$ cat src/vga_pkg.sv
`default_nettype none

package vga_pkg;

    // Host sample and DAC channel widths
    typedef logic [15:0] sample_t;
    typedef logic [7:0]  color_t;

    // Pixel position inside the visible area
    typedef logic [9:0]  coord_t;

    // Up to 4096 tiles
    typedef logic [11:0] tile_addr_t;

    typedef struct packed {
        color_t r;
        color_t g;
        color_t b;
    } rgb_t;

    // Everything the pipeline needs to know about one pixel slot
    typedef struct packed {
        coord_t x;
        coord_t y;
        logic   active;
        logic   hsync_n;
        logic   vsync_n;
    } pixel_info_t;

    // Blanked pixel with both syncs released
    localparam pixel_info_t PIXEL_IDLE = '{
        x:       '0,
        y:       '0,
        active:  1'b0,
        hsync_n: 1'b1,
        vsync_n: 1'b1
    };

    typedef enum logic {
        ST_IDLE,
        ST_RUN
    } timing_state_t;

endpackage

`default_nettype wire

$ cat src/vga_output.sv
`timescale 1ns/1ps
`default_nettype none

module vga_output (
    input  wire                  i_clk_25M,
    input  wire                  i_rst,
    input  vga_pkg::rgb_t        i_rgb,
    input  vga_pkg::pixel_info_t i_pixel,
    output vga_pkg::color_t      o_vga_r,
    output vga_pkg::color_t      o_vga_g,
    output vga_pkg::color_t      o_vga_b,
    output logic                 o_vga_hs,
    output logic                 o_vga_vs,
    output logic                 o_vga_blank_n
);
    import vga_pkg::*;

    rgb_t shown;

    // Black anywhere outside the visible window
    assign shown = i_pixel.active ? i_rgb : '0;

    always_ff @(posedge i_clk_25M or posedge i_rst) begin
        if (i_rst) begin
            o_vga_r       <= '0;
            o_vga_g       <= '0;
            o_vga_b       <= '0;
            o_vga_hs      <= 1'b1;
            o_vga_vs      <= 1'b1;
            o_vga_blank_n <= 1'b0;
        end else begin
            o_vga_r       <= shown.r;
            o_vga_g       <= shown.g;
            o_vga_b       <= shown.b;
            o_vga_hs      <= i_pixel.hsync_n;
            o_vga_vs      <= i_pixel.vsync_n;
            o_vga_blank_n <= i_pixel.active;
        end
    end

endmodule

`default_nettype wire

$ cat config.mk
export PLATFORM = sky130hd
export DESIGN_NAME = vga_output
export DESIGN_NICKNAME = d
export VERILOG_FILES = /design/src/vga_pkg.sv /design/src/vga_output.sv
export SDC_FILE = /design/constraint.sdc
export NUM_CORES = 1
export LEC_CHECK = 0
export BUFFER_PORTS_ARGS = -buffer_cell sky130_fd_sc_hd__clkbuf_2
export CAP_MARGIN = 20
export CORE_MARGIN = 10
export CORE_UTILIZATION = 25
export CTS_CLUSTER_DIAMETER = 120
export DETAILED_ROUTE_END_ITERATION = 16
export PLACE_DENSITY_LB_ADDON = 0.3
export SLEW_MARGIN = 10
export SYNTH_ARGS = -nofsm -noshare
export SYNTH_HDL_FRONTEND = slang
export SYNTH_SLANG_ARGS = --single-unit
$ cat constraint.sdc
create_clock -name i_clk_25M -period 0.8 [get_ports i_clk_25M]
set_input_delay 0.08 -clock i_clk_25M [delete_from_list [all_inputs] [get_ports i_clk_25M]]
set_output_delay 0.08 -clock i_clk_25M [all_outputs]
set_load 0.005 [all_outputs]
Word level (Yosys, flattened, before mapping). Index checks and enable logic that the tools add are counted. Widths: inputs -> output; s select.

Flip-flop bits (word level): 27. Word-level logic and storage cells: 7. Input port bits: 49. Output and inout port bits: 27. Memories: 0. Memory bits (writable): 0. ROM bits: 0. Latch bits: 0.

Divide/modulo/power cells: 0. Mux-type cells: 1. Shift operators: 0. Reductions and logical operators: 0. Magnitude comparators: 0. Eq/ne operators: 0. Multipliers: 0. Bitwise logic cells: 0. Add/subtract/negate cells: 0.

Operators by type and width (count): $mux 24 (1).

Logic depth before layout (Yosys ltp).
Depth in word-level cells: 1. Mapped depth: 2. Mapped depth without buffers: 1.

Worst setup path after synthesis. No wires, ideal clock.

Path kind: reg-to-output. From: register o_vga_hs. To: output o_vga_hs. Required time: 0.720 ns. Buffers on the path: 0. Arrival time: 0.501 ns. Stages on the path, launching flop included: 1. Path slack: 0.219 ns. Path through: dfstp_2.

RTL lines: from (decl) (RTL line vga_output.sv:12) `output logic o_vga_hs,`; from (signal assigned) (RTL line vga_output.sv:35) `o_vga_hs <= i_pixel.hsync_n;`.

No word-level cell between the ends.

Worst setup path after layout.
From: register o_vga_vs. To: output o_vga_vs.

RTL lines: from (decl) (RTL line vga_output.sv:13) `output logic o_vga_vs,`; from (signal assigned) (RTL line vga_output.sv:36) `o_vga_vs <= i_pixel.vsync_n;`.

No word-level cell between the ends.

==> flow_metrics.tcl <==
set metrics [dict create \
    io_pins 76 \
    drt_iter0_drc 48 \
    rsz0062_at_grt "yes" \
    initial_core_util_pct 26.1 \
    synth_nets 103 \
    path_max_fanout 1 \
    wire_per_inst_um 13.3 \
    firstDrtPassIters 3 \
    final.setup.tns_ns -2.64 \
    cts_tree "built" \
    whs_ns 0.0993 \
    hp-class "in2reg" \
    vias_per_cell 3.68 \
    synth_area_um2 877 \
    crit_slowest_cell "dfstp_2" \
    setup_viol 27 \
    cp-startpoint "o_vga_vs$_DFF_PP1_" \
    placed_area_um2 1210 \
    place.gp.congestion 0.651 \
    fin_nets 189 \
    portBuffers 55 \
    finalInstanceArea_um2 1520 \
    fmax_ghz 0.969 \
    placementRows 21 \
    cap_violations 0 \
    period_share_pct 129 \
    root_buffer "clkbuf_4" \
    die_area_um2 6280 \
    route.vias.total 681 \
    worstSetupPathType "reg2out" \
    ys_seq_area_share_pct 77.3 \
    peakVddDrop_mv 0.621 \
    synth.distinct_cells 6 \
    grt.total_usage_pct 7.85 \
    clkTransAtPathRegs_ns 0.13 \
    hp-start "i_pixel[2]" \
    final-hold-violation-count 0 \
    setup.worst_path.start_class "register" \
    end_kind "primary output" \
    slowest_delay_ns 0.56 \
    crit_buf_inv 1 \
    power_density_nw_per_um2 1570 \
    synthCells 54 \
    worstPathRequired_ns 0.72 \
    ant_nets 0 \
    hold_depth 1 \
    hpwlAfterDp_um 1780 \
    regArea_um2 678 \
    h-tree-depth 1 \
    drt_wl_total_um 2460 \
    setup_slack_ns -0.232 \
    antenna_found_initial 0 \
    final_common_cell "clkbuf_2" \
    relSlewSlack_pct 78.5 \
    grt_pass1_wl_um 3830 \
    clock-sinks 27 \
    critPathTopFamily "flip-flops" \
    clock_path_buffers 2 \
    p_leak_nw 0.799 \
    syn2layout_area_growth_pct 72.9 \
    syn_area_per_cell_um2 16.2 \
    outcome "finished, violations left" \
    first_global_vias 807 \
    die_x_um 79.2 \
    drc 0 \
    grt_max_degree 28 \
    worst_pin_slew_ns 0.322 \
    cts_buffers 3 \
    n_fill_cell 336 \
    cp_cell_sequence "buf_6" \
    drive_gt1_share_pct 56.8 \
    final_cell_mix "53 x clkbuf_2, 27 x dlygate4sd3_1, 25 x dfrtp_1, 18 x and2_2, 6 x and2_1" \
    grt_overflow_total 0 \
    diodes 0 \
    slew_viol_final 0 \
    yosys_register_bits 27 \
    chipHeight_um 79.2 \
    path_depth 1 \
    post_cts_buffers 0 \
    power_mw 2.38 \
    multi_input_area_um2 173 \
    violations "setup timing" \
    ys_warn_count 0 \
    core_um2 3360 \
    crit_arrival_ns 0.95 \
    post-route-min-period_ns 1.03 \
]
cell type report:
| cell class | instances | area share (%) |
|---|---|---|
| clock buffers | 4 | 1.73 |
| inverters | 1 | 0.248 |
| multi-input cells | 24 | 11.4 |
| flip-flops and latches | 27 | 44.7 |
| well taps | 46 | 3.80 |
| repair buffers | 83 | 38.1 |
cell families after synthesis:
| logic type | share of synthesized area, % |
|---|---|
| flops | 77.3 |
| simple gates | 19.7 |
| buf+inv | 3.00 |
sequential cells by signal (all words and copies together) (netlist names):
register / count
o_vga_hs: 1
o_vga_b: 8
o_vga_blank_n: 1
o_vga_g: 8
o_vga_vs: 1
o_vga_r: 8
final timing paths:
kind / end / slack (ns)
setup / recovery: o_vga_vs / -0.23
hold / removal: o_vga_blank_n$_DFF_PP0_ / 0.1
max in group asynchronous: o_vga_hs$_DFF_PP1_ / 0.26
min in group asynchronous: o_vga_g[3]$_DFF_PP0_ / 0.32
through the flow:
stage | std cells | util [%] | worst slack (ns)
after floorplan | 54 | - | 0.174
after global placement | 154 | 35.9 | 0.118
after detailed placement | 154 | 35.9 | 0.0905
after CTS | 185 | 44.7 | -0.248
after global routing | 185 | 45.1 | -0.279
final | 185 | 45.1 | -0.232
synthesized netlist by cell type, drive strengths merged:
| cell type | n | area share (%) |
|---|---|---|
| and2 | 24 | 20 |
| buf | 2 | 2.6 |
| inv | 1 | 0.43 |
| dfstp | 2 | 6.0 |
| dfrtp | 25 | 71 |
power by group:
| group | leakage (nW) | switching (mW) | total, mW | internal [mW] |
|---|---|---|---|---|
| clock network | 0.0150 | 0.369 | 0.564 | 0.195 |
| registers | 0.342 | 0.0207 | 1.46 | 1.44 |
| logic | 0.442 | 0.126 | 0.359 | 0.233 |
| total | 0.799 | 0.516 | 2.38 | 1.86 |
routing by layer:
layer	vias to the layer above	GRT usage (%)	routed length, µm
li1	329	-	-
met1	330	6.88	817
met2	20	15.9	1510
met3	2	1.69	97
met4	0	4.30	34
met5	-	0	0
repair_timing:
action,4_1_cts,5_1_grt
setup endpoints to repair,27,27
hold buffers,27,0
endpoints found under the hold margin,53,0
resized for setup,0,2
Note: power is estimated with default switching activity, not from simulation.
