<file path="src/vga_pkg.sv">
`default_nettype none

package vga_pkg;

    // Host sample and DAC channel widths
    typedef logic [15:0] sample_t;
    typedef logic [7:0]  color_t;

    // Pixel position inside the visible area
    typedef logic [9:0]  coord_t;

    // Up to 4096 tiles
    typedef logic [11:0] tile_addr_t;

    typedef struct packed {
        color_t r;
        color_t g;
        color_t b;
    } rgb_t;

    // Everything the pipeline needs to know about one pixel slot
    typedef struct packed {
        coord_t x;
        coord_t y;
        logic   active;
        logic   hsync_n;
        logic   vsync_n;
    } pixel_info_t;

    // Blanked pixel with both syncs released
    localparam pixel_info_t PIXEL_IDLE = '{
        x:       '0,
        y:       '0,
        active:  1'b0,
        hsync_n: 1'b1,
        vsync_n: 1'b1
    };

    typedef enum logic {
        ST_IDLE,
        ST_RUN
    } timing_state_t;

endpackage

`default_nettype wire

</file>
<file path="src/vga_timing.sv">
`timescale 1ns/1ps
`default_nettype none

module vga_timing #(
    parameter int H_ACT   = 640,
    parameter int H_FRONT = 16,
    parameter int H_SYNC  = 96,
    parameter int H_BACK  = 48,
    parameter int V_ACT   = 480,
    parameter int V_FRONT = 10,
    parameter int V_SYNC  = 2,
    parameter int V_BACK  = 33
) (
    input  wire                  i_clk_25M,
    input  wire                  i_rst,
    input  wire                  i_enable,
    output vga_pkg::pixel_info_t o_pixel
);
    import vga_pkg::*;

    localparam int H_TOTAL = H_SYNC + H_BACK + H_ACT + H_FRONT;
    localparam int V_TOTAL = V_SYNC + V_BACK + V_ACT + V_FRONT;
    localparam int HW = $clog2(H_TOTAL + 1);
    localparam int VW = $clog2(V_TOTAL + 1);

    // Line order is sync, back porch, active, front porch
    localparam logic [HW-1:0] H_LAST     = HW'(H_TOTAL - 1);
    localparam logic [HW-1:0] H_SYNC_END = HW'(H_SYNC);
    localparam logic [HW-1:0] H_ACT_BEG  = HW'(H_SYNC + H_BACK);
    localparam logic [HW-1:0] H_ACT_END  = HW'(H_SYNC + H_BACK + H_ACT);
    localparam logic [VW-1:0] V_LAST     = VW'(V_TOTAL - 1);
    localparam logic [VW-1:0] V_SYNC_END = VW'(V_SYNC);
    localparam logic [VW-1:0] V_ACT_BEG  = VW'(V_SYNC + V_BACK);
    localparam logic [VW-1:0] V_ACT_END  = VW'(V_SYNC + V_BACK + V_ACT);

    timing_state_t   state_r, state_w;
    logic [HW-1:0]   h_cnt_r, h_cnt_w;
    logic [VW-1:0]   v_cnt_r, v_cnt_w;
    logic            run;
    logic            h_act;
    logic            v_act;

    always_comb begin
        state_w = state_r;
        h_cnt_w = h_cnt_r;
        v_cnt_w = v_cnt_r;
        case (state_r)
            ST_IDLE: begin
                h_cnt_w = '0;
                v_cnt_w = '0;
                if (i_enable) begin
                    state_w = ST_RUN;
                end
            end
            ST_RUN: begin
                if (!i_enable) begin
                    state_w = ST_IDLE;
                    h_cnt_w = '0;
                    v_cnt_w = '0;
                end else if (h_cnt_r == H_LAST) begin
                    h_cnt_w = '0;
                    // Frame wraps together with the last line
                    v_cnt_w = (v_cnt_r == V_LAST) ? '0 : v_cnt_r + VW'(1);
                end else begin
                    h_cnt_w = h_cnt_r + HW'(1);
                end
            end
            default: state_w = ST_IDLE;
        endcase
    end

    always_ff @(posedge i_clk_25M or posedge i_rst) begin
        if (i_rst) begin
            state_r <= ST_IDLE;
            h_cnt_r <= '0;
            v_cnt_r <= '0;
        end else begin
            state_r <= state_w;
            h_cnt_r <= h_cnt_w;
            v_cnt_r <= v_cnt_w;
        end
    end

    // Decode straight from the registered counters
    assign run   = (state_r == ST_RUN);
    assign h_act = (h_cnt_r >= H_ACT_BEG) && (h_cnt_r < H_ACT_END);
    assign v_act = (v_cnt_r >= V_ACT_BEG) && (v_cnt_r < V_ACT_END);

    always_comb begin
        o_pixel         = PIXEL_IDLE;
        o_pixel.hsync_n = !(run && (h_cnt_r < H_SYNC_END));
        o_pixel.vsync_n = !(run && (v_cnt_r < V_SYNC_END));
        o_pixel.active  = run && h_act && v_act;
        if (o_pixel.active) begin
            o_pixel.x = coord_t'(h_cnt_r - H_ACT_BEG);
            o_pixel.y = coord_t'(v_cnt_r - V_ACT_BEG);
        end
    end

endmodule

`default_nettype wire

</file>
<file path="config.mk">
export PLATFORM = sky130hd
export DESIGN_NAME = vga_timing
export DESIGN_NICKNAME = d
export VERILOG_FILES = /design/src/vga_pkg.sv /design/src/vga_timing.sv
export SDC_FILE = /design/constraint.sdc
export NUM_CORES = 1
export LEC_CHECK = 0
export BUFFER_PORTS_ARGS = -buffer_cell sky130_fd_sc_hd__buf_2
export CORE_MARGIN = 5
export CORE_UTILIZATION = 56
export DETAILED_ROUTE_END_ITERATION = 8
export GPL_ROUTABILITY_DRIVEN = 0
export PLACE_DENSITY = 0.79
export REMOVE_ABC_BUFFERS = 1
export SETUP_SLACK_MARGIN = 0.05
export SYNTH_ARGS = -nofsm -noshare
export SYNTH_HDL_FRONTEND = slang
export SYNTH_SLANG_ARGS = --single-unit
</file>
<file path="constraint.sdc">
create_clock -name i_clk_25M -period 2.3 [get_ports i_clk_25M]
set_clock_uncertainty 0.05 [all_clocks]
set_input_delay 0 -clock i_clk_25M [delete_from_list [all_inputs] [get_ports i_clk_25M]]
set_output_delay 0 -clock i_clk_25M [all_outputs]
set_load 0.005 [all_outputs]
</file>
; ---- Word level (Yosys, flattened, before mapping)
; Cells that the tools add are included.
[op_classes]
n_addsub = 4
muxes = 9
n_lt_le_gt_ge = 6
reduce_logical = 8
eq_ne = 3
bitwise_logic = 1
[op_table]
columns = operator, n
row1 = 2-to-1 mux 10 bit, 5
row2 = case mux 10 bit (2 select lines), 2
row3 = "adder 10 x 1 -> 10 bit, second input constant", 2
row4 = "== test 10 bit, second input constant", 2
row5 = "less-than comparator 10 bit, second input constant", 2
row6 = 2-to-1 mux 20 bit, 1
row7 = "greater-or-equal comparator 10 x 6 -> 1 bit, second input constant", 1
row8 = "greater-or-equal comparator 10 x 8 -> 1 bit, second input constant", 1
row9 = "less-than comparator 10 x 2 -> 1 bit, second input constant", 1
row10 = "less-than comparator 10 x 7 -> 1 bit, second input constant", 1
row11 = "subtractor 10 x 6 -> 10 bit, second input constant", 1
row12 = "subtractor 10 x 8 -> 10 bit, second input constant", 1
row13 = logical AND 1 bit, 6
row14 = "!= test 3 x 2 -> 1 bit, second input constant", 1
row15 = zero test 1 bit, 2
row16 = 2-to-1 mux 1 bit, 1
row17 = NOT 1 bit, 1
[word_totals]
regBits = 21
out_inout_bits = 23
in_bits = 3

; ---- Depth between registers and ports, before layout
[depth]
ltp_word = 5
mapped_depth = 8
ltp_nobuf = 6

; ---- Worst setup path before layout
; OpenSTA, ideal clock, no wires.
[synth_timing]
path_kind = flip-flop to flip-flop
from = register h_cnt_r[0]
to = register h_cnt_r[9]
period_less_slack_ns = 1.834
setup_ns = 0.064
n_path_buf = 2
path_stages_with_launch = 8
path_slack_ns = 0.466
t_required_ns = 2.186
t_arrival_ns = 1.719
path_cell_list = dfrtp_1 > ha_1 > and3_1 > buf_6 > a31oi_1 > buf_4 > o2bb2ai_1 > a21o_1
[synth_between]
elab_chain_len = 4
elab_cells_between_ends = 5
[synth_rtl]
columns = element, line
row1 = start: declaration, vga_timing.sv:37  ; logic [HW-1:0] h_cnt_r, h_cnt_w;
row2 = start signal: assignment, vga_timing.sv:79  ; h_cnt_r <= h_cnt_w;
row3 = adder 10 x 1 -> 10 bit / == test 10 bit (equally long branches), "vga_timing.sv:65, vga_timing.sv:60"
row4 = 2-to-1 mux 10 bit (*), vga_timing.sv:60  ; end else if (h_cnt_r == H_LAST) begin
row5 = 2-to-1 mux 10 bit (*), vga_timing.sv:56  ; if (!i_enable) begin
row6 = case mux 10 bit (2 select lines) (*), vga_timing.sv:47  ; case (state_r)
row7 = via h_cnt_w[9], vga_timing.sv:37
; Mark *: on every way through the listed nets, which the timed path passes. The rest lies on a longest branch.
; A chain may end at the register's enable or synchronous reset.

==> impl_metrics.py <==
metrics = {
    "status": {
        "failing_checks": "negative setup slack",
        "outcome": "finished with violations",
    },
    "timing": {
        "finalCriticalPeriod_ns": 2.32,
        "final.setup.tns_ns": -0.0434,
        "report.final.setup_viol": 3,
        "grt_setup_unrepaired": "true",
        "max_slew_violations": 0,
        "max_clock_freq_ghz": 0.430,
        "finalCritPeriodShare": 1.01,
        "slew_headroom": 0.437,
        "fin_hold_viols": 0,
        "post-route-worst-setup-slack_ns": -0.0240,
        "final_hold_slack_ns": 0.311,
        "worst-slew-pin-transition_ns": 0.844,
    },
    "placement": {
        "post-place-ws_ns": 0.198,
        "buffers_added_on_ports": 25,
        "dp.final_hpwl_mm": 2.82,
    },
    "synth": {
        "synthTopCellsByArea": "dfrtp_1 (32%), xnor2_1 (6.4%), nor3_1 (5.5%)",
        "synth_cell_types": 39,
        "count_of_state_elements_after_synthesis": 21,
        "post-synth-top-area-fraction": 0.321,
        "asyncSetResetFlopFracSynth": 1.00,
        "synth_enable_flop_cells": 0,
        "syn_area_per_cell_um2": 8.52,
        "ys_dominant_reg_cell": "dfrtp_1",
        "netlist_instances": 192,
        "synth.largest_area_cell": "dfrtp_1",
        "synth.yosys.warnings": 0,
        "synth_sequential_area_ratio": 0.321,
        "post_synth_instance_area_mm2": 0.00164,
    },
    "die": {
        "die-width_um": 64.1,
        "ios": 26,
        "core.rowCount": 19,
        "core-area_mm2": 0.00278,
        "initial_cell_density_of_the_core": 0.588,
        "die_y_um": 64.1,
        "dieArea_mm2": 0.00410,
    },
    "power": {
        "max-vdd-ir-drop_mv": 0.304,
        "power.density_mw_per_mm2": 298,
        "p_leak_nw": 0.930,
    },
    "setup_path": {
        "critical_path_startpoint_category": "flop",
        "path_max_fanout": 5,
        "critical_path_arrival_ns": 2.27,
        "critPathCaptureType": "output pin",
        "crit_path_start": "h_cnt_r[0]$_DFF_PP0_",
        "timing.critical_path.required_ns": 2.25,
        "worst_path_class_setup": "flop to output pin",
        "rr_startpoint": "h_cnt_r[0]$_DFF_PP0_",
    },
    "global_routing": {
        "grt_max_degree": 22,
        "number_of_antenna_violations_at_the_first_check_in_global_routing": 0,
        "grt_util_met2": 0.347,
        "globalRouteOverflowTotal": 0,
        "top_usage_layer": "met2",
        "met3_usage": 0.0298,
        "globalRouteTotalUtil": 0.214,
        "met1_usage": 0.286,
        "first_global_vias": 1614,
        "grt_first_pass_wirelength_mm": 7.16,
    },
    "detailed_routing": {
        "per_cell_routed_wire_length_um": 18.3,
        "drt.antenna.violating_nets": 0,
        "detail_route.vias_per_cell": 6.47,
        "route.detailed.drc": 0,
        "detail_route.iter0.violations": 147,
        "routed_wl_mm": 4.80,
        "dr_total_vias": 1695,
        "dr.pass1.iters": 4,
    },
    "layout": {
        "fillCellCount": 173,
        "syn_to_final_growth_pct": 26.8,
        "final_net_count": 242,
        "post_route_cells_drive_above_1_share": 0.398,
        "sequential_cell_area_um2": 531,
        "diodes": 0,
        "multi_input_area_mm2": 0.00112,
        "fin_util": 0.746,
    },
    "clock_tree": {
        "tritoncts": "yes",
        "clock-sinks": 21,
        "cts_max_path_buffers": 2,
        "clk_pin_slew_ns": 0.14,
        "cts.htree.levels": 1,
        "worst_skew_pair.late_latency_ns": 0.32,
        "clock_tree.root_cell": "clkbuf_4",
        "number_of_cts_inserted_buffers": 3,
    },
    "min_path": {
        "worst_hold_path_type": "input port to flop",
        "beginning_of_the_worst_hold_path": "i_enable",
    },
    "job": {
        "max-cap-violations": 0,
    },
}
## per-stage QoR
stage	total power [mW]	area [µm²]	std cells
after floorplan	0.402	1510	175
after global placement	0.413	1740	240
after detailed placement	0.415	1740	240
after CTS	0.599	1870	252
after global routing	0.637	2080	262
final	0.619	2080	262
## sequential cells by signal, summed over array words and instances, names as in the netlist
signal   cells
v_cnt_r     10
run          1
h_cnt_r     10
## critical path: stages (launching register included)
cell and delay (ns):
dfrtp_1 0.43, inv_2 0.09, ha_4 0.12, nor4b_4 0.21, nand3_2 0.15, buf_6 0.16, a311o_2 0.46, nor3_2 0.19
buf_2 0.13
## cells in the final DEF, fill, tap and decap left out, types with 3 or more instances in the layout
master	synthesis	layout
a21oi_1	13	12
a311o_2	1	3
a31oi_1	3	3
buf_2	4	25
buf_4	3	22
clkbuf_4	0	3
dfrtp_1	21	17
dfrtp_2	0	4
ha_1	7	5
inv_1	9	5
inv_2	0	4
nand2_1	10	10
nand3_1	12	11
nand4_1	4	4
nor2_1	14	14
nor3_1	18	11
nor3_2	0	6
nor3b_2	0	4
o21ai_0	7	5
o31ai_1	3	3
or3_2	4	4
or4_1	4	4
xnor2_1	12	12
xor2_1	6	6
## report_power, final
group	total, mW	switching (mW)	internal [mW]
combinational	0.0504	0.0288	0.0216
clock	0.194	0.126	0.0678
sequential	0.375	0.00304	0.372
total	0.619	0.158	0.461
## repair_timing
item,CTS,global route
pin swaps,3,9
gates cloned,2,0
gates resized for setup,11,31
endpoints found under the setup margin,21,22
hold buffers,2,0
hold endpoints to repair,22,0
buffers inserted,4,10
## cell usage after synthesis, types with 2 or more instances
| library cell | count |
|---|---|
| xor2_1 | 6 |
| nand2_1 | 10 |
| nor4b_1 | 3 |
| nor3b_1 | 5 |
| and4_1 | 2 |
| nand3_1 | 12 |
| or3_2 | 4 |
| buf_6 | 4 |
| o31ai_1 | 3 |
| buf_2 | 4 |
| clkbuf_8 | 2 |
| nand4_1 | 4 |
| inv_1 | 9 |
| and2_1 | 2 |
| ha_1 | 7 |
| or4_1 | 4 |
| buf_4 | 3 |
| or3_1 | 2 |
| dfrtp_1 | 21 |
| a21oi_1 | 13 |
| a31oi_1 | 3 |
| xnor2_1 | 12 |
| and3_1 | 2 |
| clkbuf_1 | 4 |
| nor3_1 | 18 |
| o21ai_0 | 7 |
| nor2_1 | 14 |
## worst paths after layout
| kind | endpoint | slack, ns | cells past startpoint |
|---|---|---|---|
| max | o_pixel[5] | -0.02 | 8 |
| min | run$_DFF_PP0_ | 0.31 | 2 |
| max reg2reg | v_cnt_r[7]$_DFFE_PP0P_ | 0.07 | 8 |
| min reg2reg | v_cnt_r[8]$_DFFE_PP0P_ | 0.60 | 2 |
| max in group asynchronous | v_cnt_r[6]$_DFFE_PP0P_ | 1.29 | 3 |
| min in group asynchronous | h_cnt_r[9]$_DFF_PP0_ | 0.32 | 3 |
## layout make-up
cell class	instances	area share
inverters	9	0.0163
repair buffers	50	0.155
clock buffers	4	0.0127
flip-flops and latches	21	0.256
multi-input cells	147	0.542
well taps	31	0.0187
## layer usage
metal | wire length (µm) | vias up
li1 | - | 775
met1 | 1930 | 803
met2 | 2330 | 105
met3 | 458 | 12
met4 | 73 | 0
met5 | 0 | -
## kinds of logic (layout without fill, tap and decap cells)
| group | Yosys count | count (layout) | share of synthesized area |
|---|---|---|---|
| simple gates | 87 | 87 | 0.297 |
| buf+inv | 26 | 63 | 0.100 |
| compound gates | 33 | 35 | 0.132 |
| fa+ha+maj | 7 | 7 | 0.0535 |
| xor+xnor | 18 | 18 | 0.0963 |
| flops | 21 | 21 | 0.321 |
Note: power is estimated with default switching activity, not from simulation.
