==> config.mk <==
export PLATFORM = sky130hd
export DESIGN_NAME = heat_colormap
export DESIGN_NICKNAME = d
export VERILOG_FILES = /design/src/vga_pkg.sv /design/src/heat_colormap.sv
export SDC_FILE = /design/constraint.sdc
export NUM_CORES = 1
export LEC_CHECK = 0
export BUFFER_PORTS_ARGS = -buffer_cell sky130_fd_sc_hd__buf_4
export CORE_AREA = 4 4 134 104
export DETAILED_ROUTE_END_ITERATION = 8
export DIE_AREA = 0 0 138 108
export GPL_TIMING_DRIVEN = 0
export PLACE_DENSITY = 0.56
export SETUP_SLACK_MARGIN = 0.02
export SYNTH_ARGS = -nofsm -noshare
export SYNTH_HDL_FRONTEND = slang
export SYNTH_SLANG_ARGS = --single-unit
==> constraint.sdc <==
create_clock -name i_clk_25M -period 0.8 [get_ports i_clk_25M]
set_input_delay 0.12 -clock i_clk_25M [delete_from_list [all_inputs] [get_ports i_clk_25M]]
set_output_delay 0.12 -clock i_clk_25M [all_outputs]
set_load 0.01 [all_outputs]
==> src/vga_pkg.sv <==
`default_nettype none

package vga_pkg;

    // Host sample and DAC channel widths
    typedef logic [15:0] sample_t;
    typedef logic [7:0]  color_t;

    // Pixel position inside the visible area
    typedef logic [9:0]  coord_t;

    // Up to 4096 tiles
    typedef logic [11:0] tile_addr_t;

    typedef struct packed {
        color_t r;
        color_t g;
        color_t b;
    } rgb_t;

    // Everything the pipeline needs to know about one pixel slot
    typedef struct packed {
        coord_t x;
        coord_t y;
        logic   active;
        logic   hsync_n;
        logic   vsync_n;
    } pixel_info_t;

    // Blanked pixel with both syncs released
    localparam pixel_info_t PIXEL_IDLE = '{
        x:       '0,
        y:       '0,
        active:  1'b0,
        hsync_n: 1'b1,
        vsync_n: 1'b1
    };

    typedef enum logic {
        ST_IDLE,
        ST_RUN
    } timing_state_t;

endpackage

`default_nettype wire

==> src/heat_colormap.sv <==
`timescale 1ns/1ps
`default_nettype none

module heat_colormap (
    input  wire                  i_clk_25M,
    input  wire                  i_rst,
    input  vga_pkg::sample_t     i_sample,
    input  vga_pkg::pixel_info_t i_pixel,
    output vga_pkg::rgb_t        o_rgb,
    output vga_pkg::pixel_info_t o_pixel
);
    import vga_pkg::*;

    localparam color_t RAMP_LOW  = 8'd32;
    localparam color_t RAMP_HIGH = 8'd200;

    logic [1:0]   seg;
    logic [13:0]  frac;
    color_t       ramp;
    color_t       up;
    color_t       down;
    rgb_t         rgb_w;

    assign seg  = i_sample[15:14];
    assign frac = i_sample[13:0];

    // 168 * f / 16384 without a divider, at most 167
    assign ramp = color_t'((22'(frac) * 22'd168) >> 14);
    assign up   = RAMP_LOW + ramp;
    assign down = RAMP_HIGH - ramp;

    // Blue, then green, then red, then fading to dark red
    always_comb begin
        rgb_w = '0;
        case (seg)
            2'd0: begin
                rgb_w.b = up;
            end
            2'd1: begin
                rgb_w.g = up;
                rgb_w.b = down;
            end
            2'd2: begin
                rgb_w.r = up;
                rgb_w.g = down;
            end
            default: begin
                rgb_w.r = down;
            end
        endcase
    end

    always_ff @(posedge i_clk_25M) begin
        o_rgb <= rgb_w;
    end

    always_ff @(posedge i_clk_25M or posedge i_rst) begin
        if (i_rst) begin
            o_pixel <= PIXEL_IDLE;
        end else begin
            o_pixel <= i_pixel;
        end
    end

endmodule

`default_nettype wire

# Yosys cells after proc, flatten, opt, wreduce, memory -nomap -nowiden
# Cells that the tools add are included.
dict set report totals {
  ff_bits 47
  input_bits 41
  elab_cells 18
}
dict set report classes {
  n_eq_ne 2
  mux 3
  reduce_logical 2
  multipliers 1
  n_addsub 2
}
# op count
set ops {}
lappend ops {{$pmux W8 S2} 3}
lappend ops {{$mul A14 B5 Y19 const B} 1}
lappend ops {{$add A6 B8 Y8 const A} 1}
lappend ops {{$sub A8 B8 Y8 const A} 1}
lappend ops {{$eq A2 B1 Y1 const B} 1}
lappend ops {{$eq A2 B2 Y1 const B} 1}
lappend ops {{$logic_not A2 Y1} 1}
lappend ops {{$reduce_or A2 Y1} 1}

# Logic depth before layout (Yosys ltp)
# Gate-level depths: netlist (run 1).
dict set report depth {
  depth_word 3
  depth_mapped 19
}

# Worst setup path after synthesis (run 1)
# No wires, ideal clock.
dict set report synth_path {
  kind {input-to-reg}
  startpoint {input i_sample[7]}
  endpoint {register o_rgb[7] (netlist bit)}
  slack_ps -3217
  path_stages 16
  t_required_ps 664
  arrival_ps 3881
  path_cell_list {ha_1 -> ha_1 -> inv_1 -> fa_1 -> inv_1 -> ha_1 -> a21o_1 -> a21o_1 -> or4_4 -> a311oi_4 -> nor2_1 -> ha_1 -> inv_1 -> o41ai_4 -> o41ai_2 -> o311ai_1}
}
# element line
set synth_lines {}
lappend synth_lines {{start, declared} heat_colormap.sv:7} ;# input vga_pkg::sample_t i_sample,
lappend synth_lines {{end signal, assigned} heat_colormap.sv:54} ;# o_rgb <= rgb_w;
lappend synth_lines {{end, declared} heat_colormap.sv:9} ;# output vga_pkg::rgb_t o_rgb,

==> results of run 1 <==
## routing by layer
metal | part of all wire | GRT usage | up-vias
li1 | - | - | 1348
met4 | 0.0080 | 0.0183 | 0
met2 | 0.52 | 0.206 | 38
met1 | 0.45 | 0.151 | 1355
met5 | 0 | 0 | -
met3 | 0.024 | 0.0186 | 9
## flip-flops by register name (all words and copies together), names as in the netlist
signal   flops
o_rgb       24
o_pixel     23
## cells in the mapped netlist (3+ instances only)
cell	n
and2_1	3
dfrtp_1	21
a21o_1	4
dfxtp_1	24
o211ai_1	3
a22oi_1	4
o21ai_1	6
a22o_1	10
nand3_1	5
nor2_1	21
ha_1	51
a311oi_1	3
fa_1	8
or3_1	5
a21oi_1	9
xor2_1	5
nand2_1	11
inv_1	51
clkbuf_1	5
nor3_1	6
xnor2_1	4
## per-stage QoR
step / instance area [um^2] / worst slack, ps
finish: 5320 / -2740
global route: 5320 / -2920
CTS: 5150 / -2770
detailed placement: 4280 / -3300
global placement: 4280 / -3230
floorplan: 3410 / -2810
## layout make-up
cell class                      count  area [um^2]  area share
Tap cell                          171          214      0.0403
Timing Repair Buffer              133         1280       0.240
Inverter                           51          194      0.0365
Buffer                              9         48.8     0.00918
Multi-Input combinational cell    200         2350       0.442
Clock inverter                      3         20.0     0.00377
Sequential cell                    47         1080       0.204
Clock buffer                        5          125      0.0235
## power by group through the flow
stage / Combinational [mW] / Clock [mW] / Sequential, mW
3_5_place_dp: 6.09 / 0 / 3.00
6_report: 8.56 / 2.04 / 3.11
5_1_grt: 9.31 / 2.14 / 3.16
3_3_place_gp: 6.01 / 0 / 2.99
2_1_floorplan: 4.07 / 0 / 3.22
4_1_cts: 7.86 / 2.06 / 3.09
## kinds of logic after synthesis
kind of cell | after synthesis
compound gates | 63
xor+xnor | 10
fa+ha+maj | 59
buf+inv | 60
flops | 47
mux | 2
simple gates | 66
## how the worst min path moves through the flow
stage	start	depth (start not counted)	endpoint	slack [ps]
floorplan	i_rst	1	o_pixel[10]	120
global placement	i_pixel[1]	1	o_pixel[1]	230
detailed placement	i_pixel[12]	1	o_pixel[12]	230
CTS	i_rst	2	o_pixel[5]	50
global route	i_rst	2	o_pixel[5]	110
finish	i_rst	2	o_pixel[7]	20
## repair_timing
action / in CTS / in global routing
hold buffers: 23 / 0
endpoints found under the hold margin: 23 / 0
resized for setup: 98 / 25
setup endpoints to repair: 71 / 71
pin swaps: 20 / 24
buffers inserted: 16 / 8
==> run_results.csv, run 1 <==
group,metric,value,unit
floorplanning,dieArea,14900,um^2
floorplanning,core,12700,um^2
yosys,synth_fp_nets,407,
clock_tree,root_buffer,"clkbuf_16",
setup_path,cpMostUsedCell,"ha_4",
global_routing,overflow,0,
drt,drc_errors,0,
power_and_ir_drop,power_density,2580,nW/um^2
placed_design,hpwl,6510,um
sta,rsz0062_at_grt,"yes",
setup_path,worstSetupPathType,"input pin to flop",
drt,num_vias,2750,
yosys,synth_compound_area_frac,0.173,
clock_tree,cts-htree-levels,2,
layout,area_delta_synth_final,71.3,%
yosys,synth_top_area_frac,0.206,
setup_path,cpPeakStageDelay,550,ps
min_path,hold_path_class,"input pin to asynchronous set/reset pin",
setup_path,worst-path-buf-inv,5,
yosys,async_flop_share,0.489,
layout,nFillCells,1197,
floorplanning,placementRows,36,
sta,relSlewSlack,0.430,
layout,final_common_cell,"buf_6",
floorplanning,die_h,108,um
global_routing,grt_max_degree,24,
sta,tns,-61840,ps
yosys,synthMuxAreaShare,0.00645,
setup_path,worstPathArrival,3710,ps
outcome,violations,"setup timing",
setup_path,worstPathMaxFanout,6,
clock_tree,numCtsBuffers,5,
yosys,syn-cell-area,3100,um^2
placed_design,gp_congestion,0.773,
power_and_ir_drop,internal_power,8.50,mW
sta,finalMaxSlewViolations,0,
layout,diodes,0,
setup_path,cp_cell_sequence,"buf_8 -> ha_4 -> ha_4 -> inv_2 -> fa_1 -> inv_2 -> ha_4 -> nand4_1 -> nor4_4 -> buf_4 -> or4_4 -> and3_4 -> xnor2_4 -> ha_4 -> inv_2 -> o41ai_4 -> or3_1 -> nand3_1",
setup_path,cp_slowest_cell,"or4_4",
global_routing,grt_pass1_vias,2842,
run,max_cap_viol_count,0,
layout,drive_above_1_share,0.509,
yosys,postSynthCellCount,307,
sta,period_share,4.43,
setup_path,critical-path-top-delay-family,"adder cells",
floorplanning,die_width,138,um
sta,holdWs,17.2,ps
setup_path,cp-start-kind,"input pin",
placed_design,port_buffers,87,
layout,utilization,0.418,
sta,worst_slew_pin_slew,854,ps
power_and_ir_drop,p_sw,5.20,mW
sta,finalCriticalPeriod,3540,ps
global_routing,antenna_found_initial,0,
setup_path,end_kind,"flop",
yosys,yosys.area_share.adder,0.257,
power_and_ir_drop,static-leakage-power,2.37,nW
outcome,outcome,"finished with violations",
floorplanning,io_pins,88,
setup_path,critPathLaunch,"i_sample[3]",
drt,via_per_inst,4.44,
sta,setup_violations,71,
yosys,yosysSeqAreaShare,0.341,
power_and_ir_drop,power,13.7,mW
sta,setup_slack,-2740,ps
clock_tree,cts_tree,"done",
yosys,ys_ff_latch,47,
clock_tree,clockBufferDepth,2,
yosys,dominantRegCellSynth,"dfxtp_1",
drt,wirelength,8700,um
global_routing,track_usage,0.115,
placed_design,place_inst,565,
drt,drt_iter0_markers,211,
power_and_ir_drop,p_seq_frac,0.227,
yosys,yosys-top-cells-area,"ha_1, dfrtp_1, dfxtp_1",
global_routing,grt_pass1_wl,14200,um
yosys,synth_top_family_by_area,"adder cells",
layout,fin_nets,547,
power_and_ir_drop,pwr-share-comb,0.625,
yosys,synth_edf_count,0,
layout,final_cell_mix,"buf_6, buf_4, inv_1",
setup_path,required,970,ps
clock_tree,cts.sinks,47,
power_and_ir_drop,max-vdd-ir-drop,1220,uV
yosys,ys_types,60,
drt,wire_per_inst,14.1,um
drt,first_pass_iters,4,
floorplanning,initial_core_util,0.244,
setup_path,critical_path_depth,18,
power_and_ir_drop,power_frac_clock,0.149,
setup_path,critPathCapture,"o_rgb[15]",
yosys,avgSynthCellArea,10.1,um^2
sta,hold_viol_final,0,
yosys,synthXorXnorAreaFrac,0.0343,
yosys,yosysTopAreaCell,"ha_1",
yosys,synth_simple_gate_area_frac,0.115,
power_and_ir_drop,swShare,0.380,
sta,max_freq,0.282,GHz
layout,layout.cells.non_filler,619,
drt,postRouteAntennaNets,0,
yosys,yosys_warnings,0,
clock_tree,path_clk_slew,70,ps
No activity file was read; power rests on OpenSTA's default activity.
==> run 2: changes to the inputs <==
--- a/config.mk
+++ b/config.mk
@@ -10,7 +10,7 @@
 export DETAILED_ROUTE_END_ITERATION = 8
 export DIE_AREA = 0 0 138 108
 export GPL_TIMING_DRIVEN = 0
-export PLACE_DENSITY = 0.56
+export PLACE_DENSITY_LB_ADDON = 0.15
 export SETUP_SLACK_MARGIN = 0.02
 export SYNTH_ARGS = -nofsm -noshare
 export SYNTH_HDL_FRONTEND = slang
==> run 2 against run 1 <==
Effect of this change:
- the run still ends with setup timing left
- cell count shrank 1.6%
- first-iteration DRC count shrank 67%
- non-clock buffer count shrank 10
- combinational power shrank 8.8%
- sequential cell count is the same
- clock-buffer cell count is the same
- design area shrank 0.47%
- die area is the same
- global-route usage shrank 1.1 points
- worst hold slack lost 3.7 ps
- largest power group unchanged
- highest routed layer unchanged
==> run_results.csv, run 2 (synthesis gave the netlist of run 1 again) <==
group,metric,value,unit
drt,num_vias,2628,
placed_design,pre_cts_ws,-3300,ps
sta,relSlewSlack,0.438,
drt,drc_errors,0,
setup_path,worstSetupPathType,"input pin to flop",
layout,final_cell_mix,"buf_6, buf_4, inv_1",
layout,layout.cells.non_filler,609,
sta,max_freq,0.280,GHz
layout,diodes,0,
drt,drt_iter0_markers,70,
sta,setup_violations,71,
clock_tree,numCtsBuffers,5,
run,max_cap_viol_count,0,
floorplanning,io_pins,88,
setup_path,required,970,ps
global_routing,grt_pass1_wl,12800,um
setup_path,worstPathArrival,3740,ps
layout,nFillCells,1238,
drt,postRouteAntennaNets,0,
clock_tree,root_buffer,"clkbuf_16",
sta,finalCriticalPeriod,3570,ps
clock_tree,cts_tree,"done",
global_routing,grt_pass1_vias,2673,
power_and_ir_drop,max-vdd-ir-drop,1350,uV
floorplanning,dieArea,14900,um^2
global_routing,track_usage,0.104,
layout,finish.instance_area,5290,um^2
sta,rsz0062_at_grt,"yes",
clock_tree,cts-htree-levels,2,
sta,setup_slack,-2770,ps
clock_tree,cts.sinks,47,
layout,largest_register_ffs,24,
sta,hold_viol_final,0,
outcome,outcome,"finished with violations",
setup_path,worstPathMaxFanout,3,
clock_tree,clockBufferDepth,2,
min_path,hold_path_class,"input pin to asynchronous set/reset pin",
floorplanning,core,12700,um^2
global_routing,grt_max_degree,24,
placed_design,port_buffers,87,
sta,finalMaxSlewViolations,0,
layout,fin_nets,537,
global_routing,overflow,0,
drt,wire_per_inst,12.9,um
placed_design,gp_congestion,0.787,
layout,utilization,0.416,
layout,max_flop_register,"o_rgb",
placed_design,place_area,4280,um^2
drt,via_per_inst,4.32,
floorplanning,placementRows,36,
setup_path,cp_slowest_cell,"fa_1",
power_and_ir_drop,power_density,2570,nW/um^2
outcome,violations,"setup timing",
layout,drive_above_1_share,0.491,
setup_path,cpMostUsedCell,"ha_4",
power_and_ir_drop,static-leakage-power,2.36,nW
floorplanning,initial_core_util,0.244,
layout,largest_registers,"o_rgb (24), o_pixel (23)",
floorplanning,die_width,138,um
sta,worst_slew_pin_slew,842,ps
setup_path,cp-start-kind,"input pin",
drt,wirelength,7840,um
sta,tns,-59690,ps
global_routing,antenna_found_initial,0,
drt,first_pass_iters,4,
sta,period_share,4.47,
power_and_ir_drop,power,13.6,mW
placed_design,hpwl,6190,um
setup_path,end_kind,"flop",
layout,final_common_cell,"buf_6",
placed_design,place_inst,565,
clock_tree,path_clk_slew,70,ps
setup_path,cp_cell_sequence,"buf_12 -> ha_4 -> ha_4 -> inv_2 -> fa_1 -> inv_2 -> ha_4 -> a21o_1 -> a21o_1 -> or4_4 -> and3_4 -> xnor2_4 -> inv_1 -> ha_2 -> xor2_2 -> xnor2_2 -> a32oi_1 -> nand3_1",
layout,area_delta_synth_final,70.5,%
setup_path,cpPeakStageDelay,520,ps
sta,holdWs,13.4,ps
floorplanning,die_h,108,um
==> run 2: changes by cell type in the layout (fill, tap and decap cells not counted), sizes merged <==
cell / change
buf: -10
bufinv: +2
clkinv: -1
clkinvlp: -2
inv: +1
==> run 2: power breakdown <==
group	internal, mW	switching, mW
clock	1.81	0.884
sequential	2.90	0.214
combinational	3.99	3.82
==> run 2: timing repair <==
item / in CTS / in global routing
hold endpoints to repair: 23 / 0
buffers inserted: 8 / 7
hold buffers: 23 / 0
pin swaps: 15 / 24
resized for setup: 84 / 35
endpoints found under the setup margin: 71 / 71
==> run 2: final timing paths <==
kind,to,start,slack (ps),cells after the start
min,o_pixel[21],i_rst,10,2
max in group asynchronous,o_pixel[6],i_rst,260,2
min in group i_clk_25M,o_rgb[9],i_sample[15],360,4
max,o_rgb[15],i_sample[9],-2770,18
==> run 2: area by class of cell <==
cell class | instances | area [um^2] | share of cell area
Buffer | 9 | 48.8 | 0.00922
Clock buffer | 5 | 125 | 0.0237
Clock inverter | 3 | 71.3 | 0.0135
Inverter | 51 | 196 | 0.0371
Multi-Input combinational cell | 200 | 2340 | 0.442
Sequential cell | 47 | 1090 | 0.206
Tap cell | 171 | 214 | 0.0404
Timing Repair Buffer | 123 | 1210 | 0.228
==> run 2: critical path: cells and delay by family <==
kind                       cells  cell delay (ps)
adders and majority gates      5             1430
and+or+nand+nor                3              780
AOI/OAI and AO/OA              3              640
buffers and inverters          4              270
xor gates and xnor gates       3              500
==> run 2: metal layers <==
| layer | track usage | part of all wire |
|---|---|---|
| met1 | 0.140 | 0.50 |
| met2 | 0.172 | 0.46 |
| met3 | 0.0296 | 0.041 |
| met4 | 0.0148 | 0.0020 |
| met5 | 0 | 0 |
